<file path="config.mk">
export PLATFORM = sky130hd
export DESIGN_NAME = slink_mux_top
export DESIGN_NICKNAME = d
export VERILOG_FILES = /design/src/slink_mux_pkg.sv /design/src/slink_mux_top.sv /design/src/rsp_router.sv /design/src/rr_arbiter.sv /design/src/port_slice.sv
export VERILOG_INCLUDE_DIRS = /design/src
export SDC_FILE = /design/constraint.sdc
export NUM_CORES = 1
export LEC_CHECK = 0
export BUFFER_PORTS_ARGS = -buffer_cell sky130_fd_sc_hd__buf_4
export CAP_MARGIN = 20
export CORE_MARGIN = 10
export CORE_UTILIZATION = 50
export CTS_BUF_LIST = sky130_fd_sc_hd__clkbuf_2 sky130_fd_sc_hd__clkbuf_4 sky130_fd_sc_hd__clkbuf_8
export CTS_CLUSTER_SIZE = 8
export DETAILED_ROUTE_END_ITERATION = 10
export PLACE_DENSITY = 0.91
export RECOVER_POWER = 25
export SETUP_SLACK_MARGIN = 0.5
export SLEW_MARGIN = 20
export SYNTH_ARGS = -nofsm -noshare
export SYNTH_HDL_FRONTEND = slang
export SYNTH_SLANG_ARGS = --single-unit
</file>
<file path="constraint.sdc">
create_clock -name periph_clk -period 7.05 [get_ports periph_clk]
set_clock_uncertainty 0.2 [all_clocks]
set_input_delay 0.705 -clock periph_clk [delete_from_list [all_inputs] [get_ports periph_clk]]
set_output_delay 0.705 -clock periph_clk [all_outputs]
set_load 0.02 [all_outputs]
</file>
<file path="src/mux_settings.svh">
// Write-request multiplexer settings: port count, field widths and outstanding limit
`ifndef MUX_SETTINGS_SVH
`define MUX_SETTINGS_SVH

////////////////////
// Port count
////////////////////

`define MUX_NUM_PORTS        4   // External requester ports
`define MUX_PORT_IDX_W       2   // Enough to index every port

////////////////////
// Field widths
////////////////////

`define MUX_ADDR_W           32
`define MUX_DATA_W           32
`define MUX_ID_W             4   // ID as seen on a requester port

// Outstanding transaction tracking, per port
`define MUX_MAX_OUTSTANDING  8
`define MUX_CNT_W            4   // Must hold the limit itself

`endif
</file>
<file path="src/slink_mux_pkg.sv">
// Shared types of the write-request multiplexer: field vectors, request and response structs
`default_nettype none

`include "mux_settings.svh"

package slink_mux_pkg;

  typedef logic [`MUX_ADDR_W-1:0]                 addr_t;
  typedef logic [`MUX_DATA_W-1:0]                 data_t;
  typedef logic [`MUX_ID_W-1:0]                   port_id_t;
  typedef logic [`MUX_PORT_IDX_W+`MUX_ID_W-1:0]   mst_id_t;    // Port index on top
  typedef logic [`MUX_PORT_IDX_W-1:0]             port_idx_t;
  typedef logic [1:0]                             resp_t;

  // Requests, one data word each
  typedef struct packed {
    addr_t    addr;
    data_t    data;
    port_id_t id;
  } port_req_t;

  typedef struct packed {
    addr_t    addr;
    data_t    data;
    mst_id_t  id;
  } mst_req_t;

  // Responses
  typedef struct packed {
    port_id_t id;
    resp_t    resp;
  } port_rsp_t;

  typedef struct packed {
    mst_id_t  id;
    resp_t    resp;
  } mst_rsp_t;

endpackage

`default_nettype wire

</file>
<file path="src/slink_mux_top.sv">
// Write-request multiplexer top: port slices, round-robin arbiter and response router
`default_nettype none

`include "mux_settings.svh"

module slink_mux_top (
  input  wire logic                                          periph_clk,
  input  wire logic                                          rst_n_i,
  // Requester ports
  input  wire logic [`MUX_NUM_PORTS-1:0]                     port_req_valid_i,
  input  wire slink_mux_pkg::port_req_t [`MUX_NUM_PORTS-1:0] port_req_i,
  output logic [`MUX_NUM_PORTS-1:0]                          port_req_ready_o,
  output logic [`MUX_NUM_PORTS-1:0]                          port_rsp_valid_o,
  output slink_mux_pkg::port_rsp_t                           port_rsp_o,
  // Master port
  output logic                                               mst_valid_o,
  output slink_mux_pkg::mst_req_t                            mst_req_o,
  input  wire logic                                          mst_ready_i,
  input  wire logic                                          mst_rsp_valid_i,
  input  wire slink_mux_pkg::mst_rsp_t                       mst_rsp_i
);

  logic [`MUX_NUM_PORTS-1:0]                    slv_valid;
  slink_mux_pkg::mst_req_t [`MUX_NUM_PORTS-1:0] slv_req;
  logic [`MUX_NUM_PORTS-1:0]                    grant;
  logic [`MUX_NUM_PORTS-1:0]                    done;

  ////////////////////
  // Port slices
  ////////////////////

  for (genvar p = 0; p < `MUX_NUM_PORTS; p++) begin : gen_slice
    port_slice port_slice_inst (
      .periph_clk  ( periph_clk                          ),
      .rst_n_i     ( rst_n_i                             ),
      .port_idx_i  ( slink_mux_pkg::port_idx_t'(p)       ),
      .req_valid_i ( port_req_valid_i[p]                 ),
      .req_i       ( port_req_i[p]                       ),
      .req_ready_o ( port_req_ready_o[p]                 ),
      .slv_valid_o ( slv_valid[p]                        ),
      .slv_req_o   ( slv_req[p]                          ),
      .grant_i     ( grant[p]                            ),
      .done_i      ( done[p]                             )
    );
  end

  // Merge onto the master
  rr_arbiter rr_arbiter_inst (
    .periph_clk  ( periph_clk  ),
    .rst_n_i     ( rst_n_i     ),
    .slv_valid_i ( slv_valid   ),
    .slv_req_i   ( slv_req     ),
    .grant_o     ( grant       ),
    .mst_valid_o ( mst_valid_o ),
    .mst_req_o   ( mst_req_o   ),
    .mst_ready_i ( mst_ready_i )
  );

  rsp_router rsp_router_inst (
    .mst_rsp_valid_i  ( mst_rsp_valid_i  ),
    .mst_rsp_i        ( mst_rsp_i        ),
    .port_rsp_valid_o ( port_rsp_valid_o ),
    .port_rsp_o       ( port_rsp_o       ),
    .done_o           ( done             )   // Back to the slice counters
  );

endmodule

`default_nettype wire

</file>
<file path="src/rsp_router.sv">
// Response steering: decodes the ID prefix, strips it and flags completions per port
`default_nettype none

`include "mux_settings.svh"

module rsp_router (
  input  wire logic                     mst_rsp_valid_i,
  input  wire slink_mux_pkg::mst_rsp_t  mst_rsp_i,
  output logic [`MUX_NUM_PORTS-1:0]     port_rsp_valid_o,
  output slink_mux_pkg::port_rsp_t      port_rsp_o,   // Shared by all ports
  output logic [`MUX_NUM_PORTS-1:0]     done_o
);

  slink_mux_pkg::port_idx_t dst_idx;
  logic [`MUX_NUM_PORTS-1:0] dst_onehot;

  // Origin port sits above the port-side ID
  assign dst_idx = mst_rsp_i.id[`MUX_ID_W +: `MUX_PORT_IDX_W];

  always_comb begin
    dst_onehot = '0;
    if (mst_rsp_valid_i) begin
      dst_onehot[dst_idx] = 1'b1;
    end
  end

  // Prefix removed, code passed as is
  assign port_rsp_o.id   = mst_rsp_i.id[`MUX_ID_W-1:0];
  assign port_rsp_o.resp = mst_rsp_i.resp;

  assign port_rsp_valid_o = dst_onehot;
  assign done_o           = dst_onehot;   // Frees one outstanding slot

endmodule

`default_nettype wire

</file>
<file path="src/rr_arbiter.sv">
// Round-robin merge of the port slices onto one registered master request
`default_nettype none

`include "mux_settings.svh"

module rr_arbiter (
  input  wire logic                                          periph_clk,
  input  wire logic                                          rst_n_i,
  input  wire logic [`MUX_NUM_PORTS-1:0]                     slv_valid_i,
  input  wire slink_mux_pkg::mst_req_t [`MUX_NUM_PORTS-1:0]  slv_req_i,
  output logic [`MUX_NUM_PORTS-1:0]                          grant_o,
  output logic                                               mst_valid_o,
  output slink_mux_pkg::mst_req_t                            mst_req_o,
  input  wire logic                                          mst_ready_i
);

  logic                     out_valid_q;
  slink_mux_pkg::mst_req_t  out_req_q;
  slink_mux_pkg::port_idx_t last_q;      // Last granted port
  slink_mux_pkg::port_idx_t win_idx;
  logic                     found;
  logic                     can_load;

  // Output register free, or drained by the master this cycle
  assign can_load = ~out_valid_q | mst_ready_i;

  ////////////////////
  // Winner search
  ////////////////////

  // Walk the ports after the last grant, wrapping around to it
  always_comb begin
    slink_mux_pkg::port_idx_t cand;
    found   = 1'b0;
    win_idx = last_q;
    for (int i = 1; i <= `MUX_NUM_PORTS; i++) begin
      cand = last_q + slink_mux_pkg::port_idx_t'(i);
      if (!found && slv_valid_i[cand]) begin
        found   = 1'b1;
        win_idx = cand;
      end
    end
  end

  always_comb begin
    grant_o = '0;
    if (can_load && found) begin
      grant_o[win_idx] = 1'b1;
    end
  end

  ////////////////////
  // Master register
  ////////////////////

  always_ff @(posedge periph_clk or negedge rst_n_i) begin
    if (!rst_n_i) begin
      out_valid_q <= 1'b0;
      last_q      <= '1;     // First pick after reset is port 0
    end else if (can_load) begin
      out_valid_q <= found;
      if (found) begin
        last_q <= win_idx;
      end
    end
  end

  always_ff @(posedge periph_clk) begin
    if (can_load && found) begin
      out_req_q <= slv_req_i[win_idx];
    end
  end

  assign mst_valid_o = out_valid_q;
  assign mst_req_o   = out_req_q;

endmodule

`default_nettype wire

</file>
<file path="src/port_slice.sv">
// Per-port request stage: one-entry request register, ID widening and outstanding counter
`default_nettype none

`include "mux_settings.svh"

module port_slice (
  input  wire logic                     periph_clk,
  input  wire logic                     rst_n_i,
  input  wire slink_mux_pkg::port_idx_t port_idx_i,   // Fixed per instance
  input  wire logic                     req_valid_i,
  input  wire slink_mux_pkg::port_req_t req_i,
  output logic                          req_ready_o,
  output logic                          slv_valid_o,
  output slink_mux_pkg::mst_req_t       slv_req_o,
  input  wire logic                     grant_i,
  input  wire logic                     done_i          // Response seen for this port
);

  localparam logic [`MUX_CNT_W-1:0] CntMax = `MUX_CNT_W'(`MUX_MAX_OUTSTANDING);

  logic                    valid_q;
  slink_mux_pkg::mst_req_t req_q;
  logic [`MUX_CNT_W-1:0]   cnt_q;
  logic                    below_limit;
  logic                    slot_free;
  logic                    accept;

  ////////////////////
  // Handshake
  ////////////////////

  assign below_limit = (cnt_q < CntMax);
  assign slot_free   = ~valid_q | grant_i;   // Empty, or leaving this cycle
  assign req_ready_o = slot_free & below_limit;
  assign accept      = req_valid_i & req_ready_o;

  assign slv_valid_o = valid_q;
  assign slv_req_o   = req_q;

  ////////////////////
  // Request register
  ////////////////////

  always_ff @(posedge periph_clk or negedge rst_n_i) begin
    if (!rst_n_i) begin
      valid_q <= 1'b0;
    end else if (accept) begin
      valid_q <= 1'b1;
    end else if (grant_i) begin
      valid_q <= 1'b0;
    end
  end

  // Payload, loaded with the widened ID
  always_ff @(posedge periph_clk) begin
    if (accept) begin
      req_q.addr <= req_i.addr;
      req_q.data <= req_i.data;
      req_q.id   <= {port_idx_i, req_i.id};   // Origin port goes in front
    end
  end

  ////////////////////
  // Outstanding count
  ////////////////////

  // Up on accept, down on completion, both at once cancel
  always_ff @(posedge periph_clk or negedge rst_n_i) begin
    if (!rst_n_i) begin
      cnt_q <= '0;
    end else begin
      case ({accept, done_i})
        2'b10:   cnt_q <= cnt_q + 1'b1;
        2'b01:   cnt_q <= cnt_q - 1'b1;
        default: cnt_q <= cnt_q;
      endcase
    end
  end

endmodule

`default_nettype wire

</file>
# Yosys cells after proc, flatten, opt, wreduce, memory -nomap -nowiden
# Index checks and enable logic that the tools add are counted.
# totals
wordCells	128
register_bits	365
out_inout_bits	85
# op_classes
add_sub_neg	11
n_eq_ne	8
order_cmp	12
reduce_logical	18
n_mux	36
n_bitwise	18
# op_table
op	n
$bmux W70 S2	1
$mux W70	1
$pmux W4 S2	4
$lt A2 B3 Y1 const B	6
$mux W1	18
$add A4 B1 Y4 const B	4
$lt A4 B4 Y1 const B	4
$reduce_bool A2 Y1	8
$sub A4 B1 Y4 const B	4
$and A1 B1 Y1	8
$bmux W1 S2	4
$eq A2 B1 Y1 const B	4
$eq A2 B2 Y1 const B	4
$mux W2	4
$mux W4	2
$logic_and A1 B1 Y1	6
$not A1 Y1	5
$or A1 B1 Y1	5
$add A2 B2 Y2 const B	2
$demux W1 S2	2
$ge A2 B1 Y1 const B	2
$logic_not A1 Y1	3
$add A2 B1 Y2 const B	1
$reduce_and A2 Y1	1

# Longest topological paths before layout
# depth
depth_word	23
mapped_depth	13
mapped_depth_nobuf	11

# Modules after synthesis
# A second synthesis with hierarchy kept.
# unflattened
hier_cells	952
hier_area_um2	14619.0
# modules_own_cells
mod	seq_area_each_um2	instances	area_each_um2	cells_per_inst
port_slice	2227.1	4	2456.1	105
rr_arbiter	2179.6	1	4674.5	516
rsp_router	0.0	1	112.6	14
slink_mux_top	0.0	1	7.5	2

# Worst setup path after synthesis
# OpenSTA, ideal clock, no wires.
# synth_path
path_type	input to register
from	in mst_ready_i
to	reg gen_slice[1].port_slice_inst.req_q (netlist bit gen_slice[1].port_slice_inst.slv_req_o[0]), enable pin
path_stages	5
n_path_buf	0
setup_slack_ns	0.076
setup_time_ns	0.517
arrival_time_ns	6.257
cell_sequence	inv_1 a21o_1 inv_1 o311ai_1 a21oi_1
# synth_via
elab_chain_len	6
# synth_rtl
item	line_no	rtl
start: declaration	slink_mux_top.sv:18	input wire logic mst_ready_i,
$or A1 B1 Y1	rr_arbiter.sv:25	assign can_load = ~out_valid_q | mst_ready_i;
$logic_and A1 B1 Y1	rr_arbiter.sv:47	if (can_load && found) begin
$mux W4	rr_arbiter.sv:47	
$or A1 B1 Y1	port_slice.sv:33	assign slot_free = ~valid_q | grant_i;
$and A1 B1 Y1	port_slice.sv:34	assign req_ready_o = slot_free & below_limit;
$and A1 B1 Y1	port_slice.sv:35	assign accept = req_valid_i & req_ready_o;
net gen_slice[1].port_slice_inst.accept	port_slice.sv:26	logic accept;
end: declaration	port_slice.sv:22	slink_mux_pkg::mst_req_t req_q;
# The timed path passes the listed nets, and every way through them passes these cells.
# A chain may end at the register's enable or synchronous reset.

# Worst setup path after layout
# layout_path
from	reg gen_slice[2].port_slice_inst.valid_q
to	out port_req_ready_o[3]
# layout_via
elab_chain_len	19
# layout_rtl
item	line_no	rtl
start: declaration	port_slice.sv:21	logic valid_q;
start signal: assignment	port_slice.sv:46	valid_q <= 1'b0;
start signal: assignment	port_slice.sv:48	valid_q <= 1'b1;
start signal: assignment	port_slice.sv:50	valid_q <= 1'b0;
$bmux W1 S2	rr_arbiter.sv:38	if (!found && slv_valid_i[cand]) begin
$mux W1 (implied by the code)	rr_arbiter.sv:38	
$mux W1	rr_arbiter.sv:38	
$logic_not A1 Y1	rr_arbiter.sv:38	
$logic_and A1 B1 Y1	rr_arbiter.sv:38	
$mux W1	rr_arbiter.sv:38	
$logic_not A1 Y1	rr_arbiter.sv:38	
$logic_and A1 B1 Y1	rr_arbiter.sv:38	
(+3 left out)	n/a	
$mux W2	rr_arbiter.sv:38	
$lt A2 B3 Y1 (implied by the code) / $ge A2 B1 Y1 (equally long branches)	rr_arbiter.sv:48	grant_o[win_idx] = 1'b1;
$logic_and A1 B1 Y1 (implied by the code)	rr_arbiter.sv:48	
$mux W1 (implied by the code)	rr_arbiter.sv:48	
$demux W1 S2	n/a	
$mux W4 (*)	rr_arbiter.sv:47	
$or A1 B1 Y1 (*)	port_slice.sv:33	
$and A1 B1 Y1 (*)	port_slice.sv:34	
end: declaration	slink_mux_top.sv:12	output logic [`MUX_NUM_PORTS-1:0] port_req_ready_o,
# Mark *: on every way between the ends. The rest lies on a longest branch, timed or not. The select of a mux whose other input is x is not followed.

==> results summary <==
The routed length on met1 is between 15 and 20 mm. The total clock buffers created by CTS is around 60. The met2 wirelength from detailed routing came out at 22.5 mm. Row generation in the floorplan step produced between 60 and 70 rows. The post-synthesis area per instance came out at around 16 µm². The TritonCTS clock tree is done. The remaining max-slew budget at the tightest pin came out at between 20 and 30%. The number of distinct library cells after synthesis came out at 43. The maximum cell stage delay along the critical path came out at roughly 720 ps. Grouping stages by cell kind, the critical path spends the most delay in simple AND/OR/NAND/NOR gates. The worst setup path is of the flip-flop to output pin kind. The startpoint kind of the worst setup timing path is a flip-flop. Derived from the worst setup path, the maximum achievable clock frequency is ~210 MHz.

After technology mapping, the gate count stands at just under 1000. The power consumption is around 8600 µW. The initial DRC count came out at 1547. By area the synthesized netlist is led by edfxtp_1, o31ai_1, a32oi_1. At the worst endpoint, the arrival time is about 3800 ps. At the end of the flow, the number of nets in the layout was 1577. The total routing resource utilization after global routing is 23.5%. After detailed routing, the average wire length per cell comes to approximately 27 µm. The worst hold path belongs to the class input pin to flip-flop.

edfxtp_1 takes more of the synthesized area than any other cell. The antenna violation net count after detailed routing came out at 0. The root buffer cell chosen for the clock tree is clkbuf_8. The largest individual stage delay along the critical path comes from the cell and2_4.

The post-detailed-placement half-perimeter wirelength came out at approximately 30 mm. The part of the Yosys area used for sequential elements came out at 71.9%. The count of filler cells inserted in the layout came out at between 2000 and 2500. The portion of the clock cycle consumed by the worst path in the final layout is about two thirds. Setup violations remaining at the end of the flow were counted as 0. The area of the core region came out at between 20000 and 30000 µm². The detailed router used layers up to and including met5.

The signed area change from the synthesized netlist to the final layout is 25.7%. For this design the top-level I/O count stands at 373. The chip height came out at about 190 µm. The final number of hold-violating endpoints came out at 0. The yosys synthesis warning count came out at 0. The number of vias per cell came out at 6.50. The number of antenna violations at the first check in global routing came to 12. In the synthesized netlist the async set-or-reset flop fraction comes to under 10%.

Together, buffers and inverters on the worst path number 2. The commonest cells after synthesis are edfxtp_1, o31ai_1, a32oi_1, a41oi_1, nand4_1. STA classifies the critical path endpoint as an output pin. After detailed routing, the met3 layer carries around 4.9 mm of wire. In this run the worst path has a maximum fanout of 73.

The number of clock sinks came out at approximately 370. The number of nets in the synthesized netlist is 1265. The number of design rule violations left after detail routing is 0. The largest voltage drop on the vdd net is around 0.00031 V.

After clock tree synthesis, the clock-pin slew on the worst setup and hold paths is approximately 60 ps. The top-area cell type share of the netlist area is between 60% and 70%. The number of max-capacitance violations reported came out at 0. Setup repair after global routing left no endpoint under its margin. The combined area of all synthesized cells came out at 15100 µm². The most used flip-flop cell after synthesis is edfxtp_1.

The max-slew violation count came out at 0. The power density over the cells came out at 455 nW/µm². The final global-route overflow total is 0. For this run, the detailed router's first-pass iteration total came to 5. The H-tree generated during clock tree synthesis spans 2 levels. The pin count of the biggest net entering global routing is a little under 80. The via count of the first global-routing pass came to 11200.

The area taken by multi-input logic gates came out at around 3600 µm². The worst path required time came out at roughly 6100 ps. The number of buffers inserted by port buffering came out at 360.

The number of synthesized register bits is 365. The clock passes through at most 3 buffers. The routed design has about 47 mm of wire. The total negative slack came out at 0 ps. By instance count, the leading cell after synthesis is edfxtp_1. Once the clock tree was built, the resizer swapped 0 gates to a different size. The initial utilization of the core area, before any placement, comes to between 50% and 60%. The final critical-path required period came out at approximately 4700 ps. The wire length of the first global-routing pass is ~70 mm. Walking the worst path, the cells encountered are nor2_1 > and2_4 > buf_4 > o311ai_1 > a21oi_1 > buf_4. The number of flops mapped to enable cells by yosys came out at approximately 340. The later-pin clock latency in the skew report came out at roughly 580 ps. The transition time at the pin with the least slew margin is between 1000 and 1500 ps. The die width came out at between 150 and 200 µm.

Cells fill 63.8% of the core in the end. Registers take 10800 µm². The most numerous cell on the critical path is buf_4. The post-route netlist has a little over a third of its cells at a drive strength greater than 1. The congestion estimate from routability-driven global placement came to just under 0.9. The leakage component of the power came out at roughly 0.007 µW. The area of the die is around 38000 µm².

The flow ran to the end, and the final reports show no timing, DRC or antenna violations. The routed layout has 11200 vias.
## state kept, by name, indices dropped and copies added, names as in the netlist
name	flops
gen_slice.port_slice_inst.slv_valid_o	4
gen_slice.port_slice_inst.slv_req_o	272
rr_arbiter_inst.last_q	2
rr_arbiter_inst.mst_req_o	70
rr_arbiter_inst.mst_valid_o	1
gen_slice.port_slice_inst.cnt_q	16
## cells in the final DEF, fill, tap and decap left out, types with 3 or more instances in the layout
cell type / synthesis / routed
clkbuf_4: 0 / 217
dfrtp_1: 21 / 21
nor2_4: 0 / 3
xor2_1: 4 / 4
o21ai_0: 7 / 7
a21o_1: 8 / 7
a21oi_4: 0 / 3
nand2_1: 14 / 13
clkinv_1: 0 / 15
fa_1: 4 / 4
clkbuf_8: 0 / 62
a41oi_1: 68 / 68
clkbuf_1: 61 / 12
a21oi_1: 9 / 7
o31ai_1: 136 / 136
nand4_1: 68 / 68
inv_1: 14 / 13
clkinv_2: 0 / 4
edfxtp_1: 342 / 342
a32oi_1: 68 / 68
xnor2_1: 8 / 8
diode_2: 0 / 11
nor2_1: 14 / 12
ha_1: 12 / 12
nand2b_1: 7 / 7
mux2i_1: 7 / 7
buf_4: 18 / 171
## cell type report
type / count / area share (%)
clock inverter: 20 / 0.462
sequential: 365 / 57.2
clock buffer: 88 / 5.53
inverter: 15 / 0.317
tap: 390 / 2.57
multi-input combinational: 456 / 19.0
timing repair buffer: 376 / 14.7
antenna: 11 / 0.145
## timing repair
item,CTS,global route
setup endpoints to repair,0,0
hold buffers,1,0
endpoints found under the hold margin,21,0
setup buffers,0,0
## cells by family (layout without fill, tap and decap cells)
logic type	Yosys count	in the layout	synth area share, %
XOR/XNOR	12	12	0.697
flip-flops	365	365	71.9
AO/OA/AOI/OAI	306	306	16.4
buffers and inverters	140	499	4.63
other	0	11	0
multiplexers	8	8	0.539
adder cells (fa/ha/maj)	16	16	1.53
AND/OR/NAND/NOR	114	114	4.30
## metal layers
| layer | GRT usage (%) | vias to the layer above |
|---|---|---|
| met5 | 0 | - |
| met4 | 12.5 | 2 |
| met3 | 5.81 | 168 |
| met2 | 37.4 | 869 |
| met1 | 29.2 | 5457 |
| li1 | - | 4699 |
## metrics by stage
stage	cells	instance area [µm²]	setup slack [ps]	hold slack, ps
after floorplan	961	15100	1550	209
after global placement	1600	17800	2840	271
after detailed placement	1601	17800	2670	279
after global routing	1721	19000	2190	76.2
final	1721	19000	2400	109
after CTS	1710	19000	2450	51.3
## path summary, 6_finish.rpt
path                       slack [ps]  depth (start not counted)                                            startpoint                                              endpoint
setup / recovery                 2400                          6  gen_slice[2].port_slice_inst.slv_valid_o$_DFFE_PN0P_                                   port_req_ready_o[3]
hold / removal                    110                          1                                       port_req_i[152]  gen_slice[2].port_slice_inst.slv_req_o[18]$_DFFE_PP_
setup reg to reg                 2550                         11  gen_slice[2].port_slice_inst.slv_valid_o$_DFFE_PN0P_     gen_slice[3].port_slice_inst.cnt_q[3]$_DFFE_PN0P_
hold reg to reg                   290                          1     gen_slice[1].port_slice_inst.cnt_q[3]$_DFFE_PN0P_     gen_slice[1].port_slice_inst.cnt_q[3]$_DFFE_PN0P_
max in group asynchronous        6000                          2                                               rst_n_i                 rr_arbiter_inst.last_q[0]$_DFFE_PN1P_
min in group asynchronous         340                          2                                               rst_n_i     gen_slice[2].port_slice_inst.cnt_q[2]$_DFFE_PN0P_
## where the power goes
group          internal, µW  switching [µW]
clock                   946             800
sequential             3190             254
combinational          1190            2250
(Power assumes the default switching activity.)
